<file path="src/source/game_pkg.sv">
package game_pkg;

  // game flow states
  typedef enum logic [1:0] {
    START,
    PLAY,
    OVER
  } game_state_t;

  // dragon pose handed to the renderer
  typedef enum logic [1:0] {
    RUN,
    JUMP,
    DUCK,
    DEAD
  } action_t;

  // keyboard scan codes as sampled once per frame
  localparam logic [7:0] key_enter = 8'h0D;
  localparam logic [7:0] key_space = 8'h20;
  localparam logic [7:0] key_down  = 8'h26;

endpackage

</file>
<file path="src/source/geometry_pkg.sv">
package geometry_pkg;

  // signed screen coordinate, also carries vertical velocity
  typedef logic signed [11:0] coord_t;

  // dragon column is the sprite centre
  localparam coord_t dragon_x = 12'sd120;
  localparam coord_t dragon_w = 12'sd88;
  localparam coord_t dragon_h = 12'sd94;

  // pterosaur sprite size
  localparam coord_t ptero_w = 12'sd92;
  localparam coord_t ptero_h = 12'sd80;

endpackage

</file>
<file path="src/source/game_fsm.sv">
`timescale 1ns/100ps

module game_fsm
  import game_pkg::*;
(
  input  logic        frame_clk,
  input  logic        rst_n,
  input  logic [7:0]  keycode,
  input  logic        dead,
  output game_state_t state
);

  game_state_t next_state;

  always_comb
  begin
    next_state = state;
    // enter restarts from anywhere
    if (keycode == key_enter)
    begin
      next_state = START;
    end
    else
    begin
      case (state)
        START:
          if (keycode == key_space)
            next_state = PLAY;
        PLAY:
          if (dead)
            next_state = OVER;
        OVER:
          next_state = OVER;
        default:
          next_state = START;
      endcase
    end
  end

  always_ff @(posedge frame_clk or negedge rst_n)
  begin
    if (!rst_n)
      state <= START;
    else
      state <= next_state;
  end

endmodule

</file>
<file path="src/source/dragon_motion.sv">
`timescale 1ns/100ps

module dragon_motion
  import game_pkg::*;
  import geometry_pkg::*;
#(
  parameter int ground_level = 412,
  parameter int gravity      = 2,
  parameter int short_jump   = 10,
  parameter int long_jump    = 20,
  parameter int charge_limit = 30
) (
  input  logic        frame_clk,
  input  logic        rst_n,
  input  logic [7:0]  keycode,
  input  game_state_t state,
  input  logic        dead,
  output coord_t      dragon_y,
  output logic        duck,
  output action_t     action
);

  localparam int charge_max = 2 * charge_limit;
  localparam int charge_w   = $clog2(charge_max + 2);

  localparam coord_t ground_y = coord_t'(ground_level);
  localparam coord_t grav     = coord_t'(gravity);
  localparam coord_t short_v  = coord_t'(short_jump);
  localparam coord_t long_v   = coord_t'(long_jump);

  logic [charge_w-1:0] charge;
  coord_t              velocity;
  coord_t              launch_vel;
  coord_t              fall_y;
  coord_t              next_y;
  logic                space_held;
  logic                on_ground;
  logic                space_release;
  logic                land;

  always_comb
  begin
    space_held    = (keycode == key_space);
    on_ground     = (dragon_y == ground_y);
    space_release = !space_held && (charge != '0);

    // take-off replaces velocity on the release frame
    launch_vel = velocity;
    if (space_release && on_ground)
    begin
      if (charge < charge_w'(charge_limit))
        launch_vel = -short_v;
      else
        launch_vel = -long_v;
    end

    // clamp to the ground once the next step would reach it
    fall_y = dragon_y + launch_vel;
    land   = (fall_y >= ground_y);
    next_y = land ? ground_y : fall_y;
  end

  // only ducks while standing
  assign duck = (keycode == key_down) && on_ground;

  always_ff @(posedge frame_clk or negedge rst_n)
  begin
    if (!rst_n)
    begin
      charge   <= '0;
      velocity <= '0;
      dragon_y <= ground_y;
      action   <= RUN;
    end
    else if (state == START)
    begin
      // title screen parks the dragon on the ground
      charge   <= '0;
      velocity <= '0;
      dragon_y <= ground_y;
      action   <= RUN;
    end
    else if (state == PLAY)
    begin
      if (space_held && on_ground)
      begin
        if (charge < charge_w'(charge_max))
          charge <= charge + 1'b1;
      end
      else if (space_release)
      begin
        charge <= '0;
      end

      dragon_y <= next_y;
      velocity <= land ? coord_t'(0) : launch_vel + grav;

      if (dead)
        action <= DEAD;
      else if (next_y != ground_y)
        action <= JUMP;
      else if (keycode == key_down)
        action <= DUCK;
      else
        action <= RUN;
    end
    // over holds everything
  end

endmodule

</file>
<file path="src/source/hit_detect.sv">
`timescale 1ns/100ps

module hit_detect
  import geometry_pkg::*;
(
  input  logic   frame_clk,
  input  logic   rst_n,
  input  coord_t dragon_y,
  input  logic   duck,
  input  coord_t box_x,
  input  coord_t box_y,
  input  coord_t box_w,
  input  coord_t box_h,
  input  logic   box_off,
  output logic   hit
);

  coord_t right_x;
  coord_t top_y;
  coord_t upper_y;
  coord_t lower_y;
  logic   [3:0] probe_in;

  // half-open box test for one probe point
  function automatic logic in_box(input coord_t px, input coord_t py);
    logic in_x;
    logic in_y;
    in_x = (px >= box_x) && (px < box_x + box_w);
    in_y = (py >= box_y) && (py < box_y + box_h);
    return in_x && in_y;
  endfunction

  always_comb
  begin
    right_x = dragon_x + dragon_w / 2;
    top_y   = dragon_y - dragon_h;
    // ducking lowers the head by half the sprite
    if (duck)
      top_y = top_y + dragon_h / 2;
    upper_y = top_y + dragon_h / 4;
    lower_y = dragon_y - dragon_h / 4;

    probe_in[0] = in_box(right_x, top_y);
    probe_in[1] = in_box(right_x, upper_y);
    probe_in[2] = in_box(dragon_x, top_y);
    probe_in[3] = in_box(dragon_x, lower_y);
  end

  always_ff @(posedge frame_clk or negedge rst_n)
  begin
    if (!rst_n)
      hit <= 1'b0;
    else
      hit <= !box_off && (|probe_in);
  end

endmodule

</file>
<file path="src/source/dino_control.sv">
`timescale 1ns/100ps

module dino_control
  import game_pkg::*;
  import geometry_pkg::*;
#(
  parameter int ground_level = 412,
  parameter int gravity      = 2,
  parameter int short_jump   = 10,
  parameter int long_jump    = 20,
  parameter int charge_limit = 30
) (
  input  logic        frame_clk,
  input  logic        rst_n,
  input  logic [7:0]  keycode,
  input  coord_t      ptero_x,
  input  coord_t      ptero_y,
  input  coord_t      cactus_x,
  input  coord_t      cactus_y,
  input  coord_t      cactus_w,
  input  coord_t      cactus_h,
  input  logic        ptero_off,
  input  logic        cactus_off,
  output game_state_t state,
  output coord_t      dragon_y,
  output action_t     action,
  output logic        dead
);

  logic duck;
  logic ptero_hit;
  logic cactus_hit;

  game_fsm i_game_fsm (
    .frame_clk (frame_clk),
    .rst_n     (rst_n),
    .keycode   (keycode),
    .dead      (dead),
    .state     (state)
  );

  dragon_motion #(
    .ground_level (ground_level),
    .gravity      (gravity),
    .short_jump   (short_jump),
    .long_jump    (long_jump),
    .charge_limit (charge_limit)
  ) i_dragon_motion (
    .frame_clk (frame_clk),
    .rst_n     (rst_n),
    .keycode   (keycode),
    .state     (state),
    .dead      (dead),
    .dragon_y  (dragon_y),
    .duck      (duck),
    .action    (action)
  );

  // pterosaur size is fixed
  hit_detect i_ptero_hit (
    .frame_clk (frame_clk),
    .rst_n     (rst_n),
    .dragon_y  (dragon_y),
    .duck      (duck),
    .box_x     (ptero_x),
    .box_y     (ptero_y),
    .box_w     (ptero_w),
    .box_h     (ptero_h),
    .box_off   (ptero_off),
    .hit       (ptero_hit)
  );

  hit_detect i_cactus_hit (
    .frame_clk (frame_clk),
    .rst_n     (rst_n),
    .dragon_y  (dragon_y),
    .duck      (duck),
    .box_x     (cactus_x),
    .box_y     (cactus_y),
    .box_w     (cactus_w),
    .box_h     (cactus_h),
    .box_off   (cactus_off),
    .hit       (cactus_hit)
  );

  assign dead = ptero_hit | cactus_hit;

endmodule

</file>
<file path="config.mk">
export PLATFORM = sky130hd
export DESIGN_NAME = dino_control
export DESIGN_NICKNAME = d
export VERILOG_FILES = /design/src/source/game_pkg.sv /design/src/source/geometry_pkg.sv /design/src/source/game_fsm.sv /design/src/source/dragon_motion.sv /design/src/source/hit_detect.sv /design/src/source/dino_control.sv
export SDC_FILE = /design/constraint.sdc
export NUM_CORES = 1
export LEC_CHECK = 0
export BUFFER_PORTS_ARGS = -buffer_cell sky130_fd_sc_hd__buf_2
export CAP_MARGIN = 30
export CORE_ASPECT_RATIO = 0.9
export CORE_MARGIN = 2
export CORE_UTILIZATION = 50
export CTS_CLUSTER_SIZE = 8
export DETAILED_ROUTE_END_ITERATION = 8
export PLACE_DENSITY = 0.74
export SETUP_SLACK_MARGIN = 0.15
export SLEW_MARGIN = 20
export SYNTH_ARGS = -nofsm -noshare
export SYNTH_HDL_FRONTEND = slang
export SYNTH_SLANG_ARGS = --single-unit
export TNS_END_PERCENT = 20
</file>
<file path="constraint.sdc">
create_clock -name frame_clk -period 12.3 [get_ports frame_clk]
set_input_delay 1.23 -clock frame_clk [delete_from_list [all_inputs] [get_ports frame_clk]]
set_output_delay 1.23 -clock frame_clk [all_outputs]
set_load 0.05 [all_outputs]
</file>
### After elaboration in Yosys (flattened, before gate mapping)

Index checks and enable logic that the tools add are counted.

* bits in registers: 36
* bits in latches: 0
* memory bits (writable): 0
* bits in read-only memories: 0
* word-level logic and storage cells: 110
* memories: 0

* add/sub/neg operators: 11
* multipliers: 0
* divide/modulo/power cells: 0
* $lt $le $gt $ge: 23
* eq/ne operators: 10
* shift operators: 0
* multiplexer cells: 23
* bitwise operators: 1
* reduce and logical (&&, ||, !) cells: 35

Operators with widths (count)
* $mux W12: 8
* $ge A12 B12 Y1: 6
* $lt A12 B12 Y1: 6
* $add A12 B12 Y12: 3
* $mux W6: 5
* $add A12 B8 Y12 const B: 2
* $ge A8 B12 Y1 const A: 2
* $ge A9 B12 Y1 const A: 2
* $logic_and A1 B1 Y1: 24
* $lt A8 B12 Y1 const A: 2
* $lt A9 B12 Y1 const A: 2
* $eq A8 B6 Y1 const B: 2
* $mux W2: 8
* $add A12 B3 Y12 const B: 1
* $add A12 B6 Y12 const B: 1
* $add A12 B7 Y12 const B: 1
* $eq A12 B10 Y1 const B: 1
* $ge A12 B10 Y1 const B: 1
* $ne A12 B10 Y1 const B: 1
* $sub A12 B6 Y12 const B: 1
* $sub A12 B8 Y12 const B: 1
* $eq A8 B4 Y1 const B: 1
* $reduce_or A4 Y1: 2
* $add A6 B1 Y6 const B: 1
* other kinds (16): 19

### Depth between registers and ports, before layout

Gate-level depths: netlist of the first run.

* depth in word-level cells: 13
* gate-level depth with buffers: 23

### Modules after synthesis

From an unflattened synthesis of the first run, not the netlist that was laid out.

* cell total of the unflattened synthesis: 1199
* area total of the unflattened synthesis: 9663.0 µm²

Modules (own cells, without submodules)
* hit_detect at i_ptero_hit: times used 1, cells each 451, area an instance 3535.9 µm², sequential area each 25.0 µm²
* hit_detect at i_cactus_hit: times used 1, cells each 458, area an instance 3523.4 µm², sequential area each 25.0 µm²
* dragon_motion: times used 1, cells each 267, area an instance 2398.6 µm², sequential area each 807.0 µm²
* game_fsm: times used 1, cells each 20, area an instance 191.4 µm², sequential area each 50.0 µm²
* dino_control: times used 1, cells each 3, area an instance 13.8 µm², sequential area each 0.0 µm²

### Worst setup path after synthesis of the first run

OpenSTA, ideal clock, no wires.

* path type: input -> register
* from: input keycode[0]
* to: register i_dragon_motion.dragon_y[2]
* setup time: 0.080 ns
* data arrival time: 4.836 ns
* required time: 12.220 ns
* slack: 7.385 ns
* cell stages on the path: 17
* path through: or3b_1 > or4_4 > nand3_1 > clkbuf_2 > and2_1 > ha_1 > inv_1 > fa_1 > nor2b_4 > o21a_1 > o21ai_0 > and4_1 > o311a_1 > o31ai_4 > nand2_2 > buf_6 > o22a_1

* word-level cells in the longest chain between the ends: 10

Ends and longest elaborated chain
* start: declaration: line dino_control.sv:15 `input logic [7:0] keycode,`
* $eq A8 B6 Y1 (*): line dragon_motion.sv:43 `space_held = (keycode == key_space);`
* $logic_not A1 Y1 (*): line dragon_motion.sv:45 `space_release = !space_held && (charge != '0);`
* $logic_and A1 B1 Y1 (*): line dragon_motion.sv:45
* $logic_and A1 B1 Y1 (*): line dragon_motion.sv:49 `if (space_release && on_ground)`
* $mux W12 (*): line dragon_motion.sv:49
* $add A12 B12 Y12 (*): line dragon_motion.sv:58 `fall_y = dragon_y + launch_vel;`
* $ge A12 B10 Y1: line dragon_motion.sv:59 `land = (fall_y >= ground_y);`
* $mux W12 (*): line dragon_motion.sv:60 `next_y = land ? ground_y : fall_y;`
* $mux W12 (*): line dragon_motion.sv:83 `else if (state == PLAY)`
* $mux W12 (*): line dragon_motion.sv:75 `else if (state == START)`
* end signal: assignment: line dragon_motion.sv:72 `dragon_y <= ground_y;`
* end signal: assignment: line dragon_motion.sv:80 `dragon_y <= ground_y;`
* end signal: assignment: line dragon_motion.sv:95 `dragon_y <= next_y;`
* end: declaration: line dragon_motion.sv:18 `output coord_t dragon_y,`

Every way passes the cells marked *; elsewhere a longest branch is shown, timed or not. The select of a mux whose other input is x is not followed.
A chain may end at the register's enable or synchronous reset.

### Worst setup path after layout of the first run

* from: input keycode[0]
* to: register i_dragon_motion.velocity[8]

* word-level cells in the longest chain between the ends: 10
* elaborated cells on any way between the ends: 11
* those cells by class: add/sub: 2; order compare: 1; eq/ne: 1; mux: 4; reduce/logical: 3

Ends and longest elaborated chain
* $eq A8 B6 Y1 (*): line dragon_motion.sv:43
* $logic_not A1 Y1 (*): line dragon_motion.sv:45
* $logic_and A1 B1 Y1 (*): line dragon_motion.sv:45
* $logic_and A1 B1 Y1 (*): line dragon_motion.sv:49
* $mux W12 (*): line dragon_motion.sv:49
* $add A12 B12 Y12: line dragon_motion.sv:58
* $ge A12 B10 Y1: line dragon_motion.sv:59
* $mux W12 (*): line dragon_motion.sv:96 `velocity <= land ? coord_t'(0) : launch_vel + grav;`
* $mux W12 (*): line dragon_motion.sv:83
* $mux W12 (*): line dragon_motion.sv:75
* end signal: assignment: line dragon_motion.sv:96
* end: declaration: line dragon_motion.sv:32 `coord_t velocity;`

Marks and branches as above.

==> results.txt, run 1 <==
The run finished with clean final reports. TritonCTS built the clock tree. Among all stages on the critical path, the largest delay is contributed by or4_4.

In this run the worst hold path is classified as flop to flop. The transition at the pin with the smallest max-transition slack is 850 ps. 101 I/O pins were placed. For the synthesized instance count, the log shows 956. The run gives 2 as the H-tree depth. The average vias per placed instance works out to 5.95. The final wirelength is 20500 um. For the number of detailed-route iterations in the first pass, the log shows 5. The share of Yosys cell area claimed by the top area cell type was 29.1%; the number of synthesized flops with an enable pin was 0. The run gives 0 as the number of antenna repair diodes.

The horizontal die dimension was 135 um. Counting flops and latches in the post-synthesis netlist gives 36. The number of port buffers is 100, and the count of routing violations after the opening detailed-route iteration is 547.

Once placement finished, the instance area stood at 8400 um2. The multi-input logic area was 6440 um2; the routed wirelength normalized by instance count was 16.4 um. Number of buffers inserted by hold repair at cts: 0. Yosys attributes the largest share of cell area to ha_1, dfrtp_1, xnor2_1. Clock tree synthesis found a total of 36 sinks. After layout, the minimum clock period comes to 5330 ps. Routability congestion estimate: 0.932. The final setup TNS is 0 ps. The max-slew violation count was 0; the site row count was 43. The number of global-route vias before repair was 6987; the initial antenna violation count was 0. The tools report the endpoint required time on the critical path as 12490 ps.

The number of endpoints with negative hold slack in the final report is 0, and the number of post-CTS setup repair buffers is 0. For the finished layout cell area, the log shows 8560 um2. The layout has 1427 filler cells. The top fanout value on the critical path was 15. The total setup violations reported at the end of the flow is 0. The floorplan step defined a die boundary enclosing 16400 um2. For this run, the top clock speed supported by timing is 187 MHz. The later pin in the worst-skew pair is clocked with a latency of 280 ps. In the final layout, flip-flops and latches occupy 907 um2. The first global-routing pass estimated 34200 um of wire. Headroom to the max-slew limit came out at 43.3%.

The logs give 78 for the number of library cell types mapped by synthesis and 17000 um for the detailed-placement wirelength estimate. The worst path uses 43.4% of the clock period. Traced cell by cell, the critical path runs through buf_2 > or3b_1 > or4_4 > nand3_1 > and2_1 > ha_1 > inv_1 > fa_1 > nor2b_4 > o2111a_1 > nor3_1 > xnor2_1 > o311a_1 > o31ai_4 > nand2_2 > o21ai_0.

For this design the static power due to leakage is 4.18 nW. The area overhead of the layout relative to synthesis came out at 11.1%. The cell area after synthesis is 7710 um2.

The path type of the worst setup path was input port to flop. During synthesis, Yosys emitted a total of 0 warnings. Power spread over the standard cell area amounts to 73.7 nW/um2. Largest clock skew in the final design: 3.15 ps. A synthesized cell averages 8.06 um2.

Data arrival time of the worst path: 5520 ps. After detailed routing, the number of remaining DRC violations is 0. The number of stages on the worst hold path came out at 1.

The root buffer cell was clkbuf_16. The remaining global-route overflow came out at 0. The largest stage delay on the critical path is 540 ps, and the clock-pin slew on the worst setup and hold paths is 60 ps. Cell type contributing the most total cell area after synthesis: ha_1.

The tool flagged a number of max-cap violations equal to 0. Counting every net in the synthesized netlist gives 1222. The run gives 0 as the post-cts repair resize count. At the end of the flow the core is filled with cells to 56.2%.

The clock passes through at most 2 buffers. The final route contains 7449 vias. The top flip-flop cell by instance count after synthesis is dfrtp_1. The die is 122 um tall. The tools report the area of the core as 15200 um2. Global routing used 25.2% of the available tracks. The initial utilization of the core area, before any placement, comes to 50.6%. Setup repair after global routing left no endpoint under its margin. Number of nets with antenna violations after detailed routing: 0. The tools report the kind of end point of the critical path as a flop.

The post-route netlist has 13.0% of its cells at a drive strength greater than 1. Entering global routing, the biggest net connects 37 pins. VDD sags by at most 0.0000695 V.

The register area share after synthesis was 11.8%; the final layout net count was 1315. The number of buffers inserted during clock tree synthesis was 5; the worst reg2reg path depth was 17. Of all flip-flops after synthesis, the portion carrying an async set or reset was 100%. The worst setup path is launched from an input port.
-- stage by stage --
stage | power [mW] | setup WS, ps | hold WS [ps] | std cells
2_1_floorplan | 0.387 | 7380 | 455 | 956
3_3_place_gp | 0.475 | 6900 | 487 | 1244
3_5_place_dp | 0.480 | 6720 | 488 | 1244
4_1_cts | 0.626 | 6990 | 500 | 1252
5_1_grt | 0.680 | 6760 | 533 | 1252
6_report | 0.631 | 6970 | 498 | 1252
-- worst paths after layout --
check                                                        start                                       to  slack [ps]
min in group asynchronous                                    rst_n  i_dragon_motion.velocity[9]$_DFFE_PN0P_        1060
setup reg to reg           i_dragon_motion.dragon_y[0]$_DFFE_PN0P_  i_dragon_motion.velocity[8]$_DFFE_PN0P_        7340
max in group asynchronous                                    rst_n               i_cactus_hit.hit$_DFF_PN0_       10710
hold reg to reg            i_dragon_motion.velocity[0]$_DFFE_PN0P_  i_dragon_motion.velocity[0]$_DFFE_PN0P_         500
hold / removal             i_dragon_motion.velocity[0]$_DFFE_PN0P_  i_dragon_motion.velocity[0]$_DFFE_PN0P_         500
setup / recovery                                        keycode[0]  i_dragon_motion.velocity[8]$_DFFE_PN0P_        6970
-- cell families after synthesis --
| family | Yosys count | synth area share [%] |
|---|---|---|
| buffers and inverters | 91 | 4.61 |
| adder cells (fa/ha/maj) | 182 | 29.8 |
| multiplexers | 3 | 0.390 |
| AO/OA/AOI/OAI | 278 | 25.0 |
| XOR/XNOR | 75 | 8.52 |
| flip-flops | 36 | 11.8 |
| AND/OR/NAND/NOR | 291 | 19.9 |
-- flip-flops by register name, summed over array words and instances (netlist names) --
register / count
i_dragon_motion.action: 2
i_ptero_hit.hit: 1
i_game_fsm.state: 2
i_dragon_motion.dragon_y: 12
i_dragon_motion.charge: 6
i_dragon_motion.velocity: 12
i_cactus_hit.hit: 1
-- layout make-up --
type / instances / share of cell area (%)
clock buffer: 6 / 1.51
clock inverter: 2 / 0.409
inverter: 76 / 3.33
multi-input combinational: 829 / 75.3
sequential: 36 / 10.6
tap: 202 / 2.95
timing repair buffer: 101 / 5.93
-- critical path: cells and delay by family --
family          cells  cell delay, ps
compound gates      4            1150
xor+xnor            1             160
fa+ha+maj           2             650
buf+inv             2             190
simple gates        7            2130
-- synthesized netlist by cell type, types with 7 or more instances --
cell,count
nand3_1,26
inv_1,76
o211ai_1,10
clkbuf_1,9
o21ai_0,49
nand2_1,54
ha_1,179
and2_1,11
o21a_1,20
nor2_1,75
nor3_1,20
and3_1,9
a22o_1,7
o31ai_1,9
a21o_1,15
a21oi_1,60
nor2b_1,20
o2111ai_1,7
nand4_1,17
xor2_1,26
xnor2_1,49
nand2b_1,16
dfrtp_1,31
a211oi_1,14
-- placed cells by master, fill, tap and decap left out, types with 6 or more instances in the layout --
cell	n
a21oi_1	60
nand2b_1	16
and2_1	11
o21ai_0	49
inv_1	76
or3_1	6
a211oi_1	14
o2111ai_1	7
a22o_1	7
ha_1	179
nand3_1	26
nor4_1	6
nand4_1	17
nand2_1	54
o22ai_1	6
a2111oi_0	6
a21o_1	15
and3_1	9
o211ai_1	10
nor3_1	20
nor2b_1	20
dfrtp_1	31
buf_2	100
xnor2_1	49
o21a_1	20
a21boi_0	6
nor2_1	75
xor2_1	26
o31ai_1	9
-- routing by layer --
metal / global-route usage, % / vias up / routed length [um]
met3: 2.04 / 23 / 1330
li1: - / 3748 / -
met2: 39.1 / 252 / 8660
met5: 0 / - / 0
met4: 3.95 / 0 / 242
met1: 38.4 / 3426 / 10300
-- power by group --
group          internal (mW)  leakage (nW)  switching [mW]  total (mW)
clock network         0.0954        0.0808          0.0499       0.145
logic                  0.141          3.61           0.219       0.360
registers              0.123         0.484         0.00292       0.126
Note: power is estimated with default switching activity, not from simulation.
==> inputs of run 2 (changes only) <==
==> constraint.sdc (replaced) <==
create_clock -name frame_clk -period 5.1 [get_ports frame_clk]
set_input_delay 0.51 -clock frame_clk [delete_from_list [all_inputs] [get_ports frame_clk]]
set_output_delay 0.51 -clock frame_clk [all_outputs]
set_load 0.05 [all_outputs]
==> results.txt, run 2 (synthesis results as in run 1) <==
Max-slew violation count: 0. The area growth from synthesis to layout is 11.8%. The largest registers in the layout are i_dragon_motion.dragon_y (12), i_dragon_motion.velocity (12), i_dragon_motion.charge (6). Of the cells placed in the final design, the portion with a size suffix greater than 1 is 13.7%. The critical path is of the flop to flop type. Average vias per placed instance: 5.94. The run gives 0 as the number of buffers inserted by hold repair at cts. The relative slew slack is 43.5%. After detailed routing, the average wire length per cell comes to 16.4 um. The die footprint is 16400 um2. The tools report the critical path startpoint as i_dragon_motion.dragon_y[1]$_DFFE_PN0P_. The run gives 50.6% as the initial standard-cell utilization of the core. The tools report the highest attainable clock frequency as 217 MHz.

TritonCTS built the clock tree. For the clock latency on the worst-skew pair, the log shows 290 ps. Global routing finished with a remaining overflow of 0. Commonest non-fill, non-tap cell in the layout: ha_1.

Entering global routing, the biggest net connects 37 pins. After detailed routing, the number of remaining DRC violations is 0. The first global-routing pass estimated 33600 um of wire.

Hold is met by 332 ps. After clock tree synthesis, the clock-pin slew on the worst setup and hold paths is 60 ps. At the pin with the least slew margin, the transition time is 847 ps. The tools report the via total after detailed routing as 7470. In the layout the commonest cells are ha_1, buf_2, inv_1, nor2_1, a21oi_1. The initialized floorplan defines 43 standard-cell rows. The die is 135 um wide. Setup repair after global routing left no endpoint under its margin. The area of the core is 15200 um2. The tools report the launch instance of the worst register-to-register path as i_dragon_motion.dragon_y[1]$_DFFE_PN0P_.

The clock tree synthesis step divided the H-tree into 2 levels. The flow ran to the end, and the final reports show no timing, DRC or antenna violations. Setup violations remaining at the end of the flow were counted as 0.

For the number of endpoints with negative hold slack in the final report, the log shows 0. The clock passes through at most 2 buffers. For the I/O pin count, the log shows 101. The logs give 16900 um for the detailed-placement wirelength estimate and 20600 um for the final wirelength. The routability congestion estimate is 0.941, and the fraction of power consumed by sequential logic is 19.9%. Number of global-route vias before repair: 6762.

CTS placed an instance of clkbuf_16 at the clock tree root. The data arrival time of the worst path is 4760 ps, and the period utilization is 90.4%. The setup check on the worst reg-to-reg path leaves a slack of 490 ps. TritonCTS created 5 clock buffers. The internal power of the cells totals 867 uW. The worst register-to-register path has a depth of 18. Once detail routing completed, the nets flagged for antenna violations numbered 0.

Along the worst path, the maximum fanout reaches 10. Across the VDD grid, the largest voltage drop is 0.000137 V. The tree built by TritonCTS fans out to 36 sinks.

For the leakage power total, the log shows 4.21 nW. The count of routing violations after the opening detailed-route iteration is 591, and the number of port buffers is 100. The run gives 57.0% as the part of the total power dissipated in combinational logic.

The nature of the critical path startpoint is a flop. The tools report the initial antenna violation count as 0. After the last flow step, the layout net total stands at 1320.

For the final setup TNS, the log shows 0 ps. The minimum clock period came out at 4610 ps. Clock group share of total power: 23.1%. STA classifies the critical path endpoint as a flop.

Before antenna repair, the detailed router went through 5 iterations. The tightest min-delay check is of the input port to asynchronous set/reset pin type. In the global route stage, overall resource usage came out at 24.9%.

The critical path ends at i_ptero_hit.hit$_DFF_PN0_. In this run the critical register-to-register path is captured at i_ptero_hit.hit$_DFF_PN0_. The count of maximum capacitance violations was 0. The number of antenna repair diodes is 0. For this design the ratio of total power to cell area is 177 nW/um2. The overall die height is 122 um, and the largest clock skew in the final design is 8.70 ps. Summed over all nets, the switching power comes to 657 uW. The fraction of power spent switching nets was 43.1%; the endpoint required time on the critical path was 5250 ps.
-- run 2: what timing repair did --
item                                    in CTS  in global routing
setup buffers                                0                  0
gates resized for setup                      0                  4
endpoints found under the setup margin       0                  2
-- run 2: worst min path at each step --
stage / startpoint / endpoint / slack (ps) / depth (start not counted)
2_1_floorplan: rst_n / i_cactus_hit.hit$_DFF_PN0_ / 210 / 0
3_3_place_gp: i_dragon_motion.velocity[0]$_DFFE_PN0P_ / i_dragon_motion.velocity[0]$_DFFE_PN0P_ / 480 / 1
3_5_place_dp: i_dragon_motion.velocity[0]$_DFFE_PN0P_ / i_dragon_motion.velocity[0]$_DFFE_PN0P_ / 490 / 1
4_1_cts: rst_n / i_dragon_motion.velocity[6]$_DFFE_PN0P_ / 360 / 1
5_1_grt: rst_n / i_game_fsm.state[1]$_DFFE_PN0P_ / 390 / 1
6_report: rst_n / i_game_fsm.state[1]$_DFFE_PN0P_ / 330 / 1
-- run 2: layout make-up --
type	instances	area [um2]
Clock inverter	2	35.0
Clock buffer	6	129
Sequential cell	36	907
Timing Repair Buffer	106	546
Multi-Input combinational cell	829	6460
Fill cell	1445	6610
Tap cell	202	253
Inverter	76	285
-- run 2: per-layer routing --
metal  vias to the layer above  part of all wire (%)  global-route usage, %
met5                         -                     0                      0
met1                      3438                    50                   37.5
met4                         0                   1.5                   5.46
met2                       234                    43                   38.4
met3                        25                   6.0                   2.21
li1                       3773                     -                      -
-- run 2: through the flow --
step,util (%),setup WS (ps),power [mW],area (um2),std cells
global route,56.6,153,1.64,8620,1257
finish,56.6,489,1.52,8620,1257
floorplan,-,696,0.934,7710,956
detailed placement,55.4,467,1.16,8430,1249
CTS,56.5,482,1.52,8600,1257
global placement,55.4,576,1.15,8430,1249
-- run 2: worst max-delay path, stage by stage (launching register included) --
cell and delay (ps):
dfrtp_1 520, inv_1 230, ha_1 210, and4bb_2 300, and4_2 380, nand2_1 120
nand2_1 90, o21a_1 210, inv_1 60, ha_1 230, xnor2_1 360, ha_1 320
o21a_1 110, o21ai_0 250, a21boi_0 130, o21ai_0 290, a21oi_1 160, a2111oi_0 360
o32ai_1 140
-- run 2: power by group through the flow --
stage / combinational, mW / sequential, mW / clock (mW)
floorplan: 0.606 / 0.328 / 0
global placement: 0.840 / 0.308 / 0
detailed placement: 0.851 / 0.309 / 0
CTS: 0.859 / 0.304 / 0.354
global route: 0.974 / 0.305 / 0.366
finish: 0.868 / 0.304 / 0.352
==> inputs of run 3 (changes only) <==
==> constraint.sdc (replaced) <==
create_clock -name frame_clk -period 4.85 [get_ports frame_clk]
set_input_delay 0.485 -clock frame_clk [delete_from_list [all_inputs] [get_ports frame_clk]]
set_output_delay 0.485 -clock frame_clk [all_outputs]
set_load 0.05 [all_outputs]
==> results.txt, run 3 (synthesis results as in run 1) <==
For this design the static power due to leakage is 4.23 nW. The number of buffers inserted by hold repair at cts was 0; the final layout net count was 1328. In the final layout, the share of cells above drive strength 1 is 14.2%. In this run the power density over the cells is 181 nW/um2. Overall power consumption after layout is estimated at 1.56 mW. CTS saw 36 sinks. The maximum resistive drop on vdd was 0.000154 V. Buffers inserted during clock tree synthesis total 5.

The initialized floorplan defines 43 standard-cell rows. Post-CTS timing repair inserted 0 buffers for setup. The run gives 10.9 ps as the largest clock skew in the final design.

The tightest min-delay check is of the input port to asynchronous set/reset pin type. The tools report the kind of end point of the critical path as a flop. The minimum clock period was 4380 ps; the wire length of the first global-routing pass was 33300 um. Counting along the longest clock path gives a buffer depth of 2.

Commonest non-fill, non-tap cell in the layout: ha_1. The largest net degree at the start of global routing is 37, and the clock latency on the worst-skew pair is 290 ps. The H-tree depth was 2.

The run finished with clean final reports. The remaining global-route overflow was 0. Summed over all nets, the half-perimeter wirelength after detailed placement is 17200 um.

The horizontal die dimension is 135 um, and the I/O pin count is 101. The library cells used most frequently in the layout, excluding fill and tap cells, are ha_1, buf_2, inv_1, nor2_1, a21oi_1. The worst hold slack after final layout is 307 ps.

After the first detailed-routing iteration, the DRC count stood at 662. STA classifies the critical path startpoint as a flop. Headroom to the max-slew limit came out at 43.4%. The data arrival time of the worst path was 4600 ps; the overall die height was 122 um.

By startpoint and endpoint, the worst setup path is classified as flop to flop. The routed wirelength normalized by instance count is 16.4 um, and the number of global-route vias before repair is 6888. Global routing used 24.7% of the available tracks across all layers. The final layout contains routed wiring with a total length of 20700 um. The initial antenna violation count is 0, and the final setup TNS is 0 ps.

The congestion estimate from routability-driven global placement came to 0.937. The period utilization works out to 90.4%. 0 antenna diodes ended up in the layout. At the worst endpoint, the required time is 5070 ps. Along the worst path, the maximum fanout reaches 15. For the pin with the worst max-slew slack, the measured transition is 849 ps.

The logs give 0 for the number of endpoints with negative hold slack in the final report and 8640 um2 for the finished layout cell area. The tools report the max-slew violation count as 0. The placed instances occupy a cell area of 8490 um2. The initial standard-cell utilization of the core was 50.6%.

The largest registers in the layout are i_dragon_motion.dragon_y (12), i_dragon_motion.velocity (12), i_dragon_motion.charge (6). The area overhead of the layout relative to synthesis is 12.1%. Setup violations remaining at the end of the flow were counted as 0. Port buffering added 100 buffers. Dividing the detail-routed via count by the number of cells gives 5.92.

The detailed router placed 7485 vias in this run. The die covers 16400 um2. The area of the core was 15200 um2.

The root buffer cell is clkbuf_16. The count of maximum capacitance violations came out at 0. The post-cts repair resize count came out at 0. For the number of nets with antenna violations after detailed routing, the log shows 0. After clock tree synthesis, the clock-pin slew on the worst setup and hold paths is 60 ps.

The highest attainable clock frequency came out at 228 MHz. The filler cells instantiated in the layout total 1418. The tools report the number of detailed-route iterations in the first pass as 5. Setup repair after global routing left no endpoint under its margin. The number of remaining DRC errors came out at 0.

TritonCTS built the clock tree.
==> run 3: metrics by stage <==
stage	utilization, %	cells	setup slack (ps)
floorplan	-	956	446
global placement	55.8	1257	341
detailed placement	55.8	1257	232
CTS	56.7	1265	533
global route	56.7	1265	207
finish	56.7	1265	466
==> run 3: per-layer routing <==
layer / track usage [%] / wire length (um) / up-vias
met2: 39.2 / 8920 / 264
met4: 4.87 / 210 / 0
met1: 36.8 / 10400 / 3431
li1: - / - / 3771
met5: 0 / 0 / -
met3: 1.66 / 1220 / 19
==> run 3: critical path: stages, from the launching register on <==
cell,delay (ps)
dfrtp_1,380
inv_1,170
ha_1,220
and4bb_2,310
and3_1,210
and3_1,290
nand2_1,140
nand2_1,180
inv_1,80
fa_1,460
nor2b_4,160
o21a_1,140
o21ai_0,80
and4_1,170
o311a_1,400
o31ai_4,330
nand2_2,320
o22a_1,260
==> run 3: final cells by class <==
class,instances,area (um2),share of cell area (%)
clock inverter,3,18.8,0.217
timing repair buffer,114,606,7.01
multi-input combinational,829,6440,74.6
sequential,36,907,10.5
clock buffer,5,125,1.45
inverter,76,285,3.30
tap,202,253,2.93
==> run 3: report_power, final <==
part	internal, mW	total (mW)	switching, mW
Sequential	0.311	0.318	0.00700
Clock	0.190	0.325	0.136
Combinational	0.361	0.917	0.556
Total	0.862	1.56	0.698
==> run 3: path summary, 6_finish.rpt <==
kind / start / to / slack, ps / cells after the start
max in group asynchronous: rst_n / i_dragon_motion.dragon_y[6]$_DFFE_PN0P_ / 4000 / 1
min in group frame_clk: i_dragon_motion.velocity[0]$_DFFE_PN0P_ / i_dragon_motion.velocity[0]$_DFFE_PN0P_ / 500 / 1
min: rst_n / i_dragon_motion.velocity[10]$_DFFE_PN0P_ / 310 / 1
max reg2reg: i_dragon_motion.dragon_y[1]$_DFFE_PN0P_ / i_dragon_motion.dragon_y[8]$_DFFE_PN1P_ / 470 / 17
min reg2reg: i_dragon_motion.velocity[0]$_DFFE_PN0P_ / i_dragon_motion.velocity[0]$_DFFE_PN0P_ / 500 / 1
max: i_dragon_motion.dragon_y[1]$_DFFE_PN0P_ / i_dragon_motion.dragon_y[8]$_DFFE_PN1P_ / 470 / 17
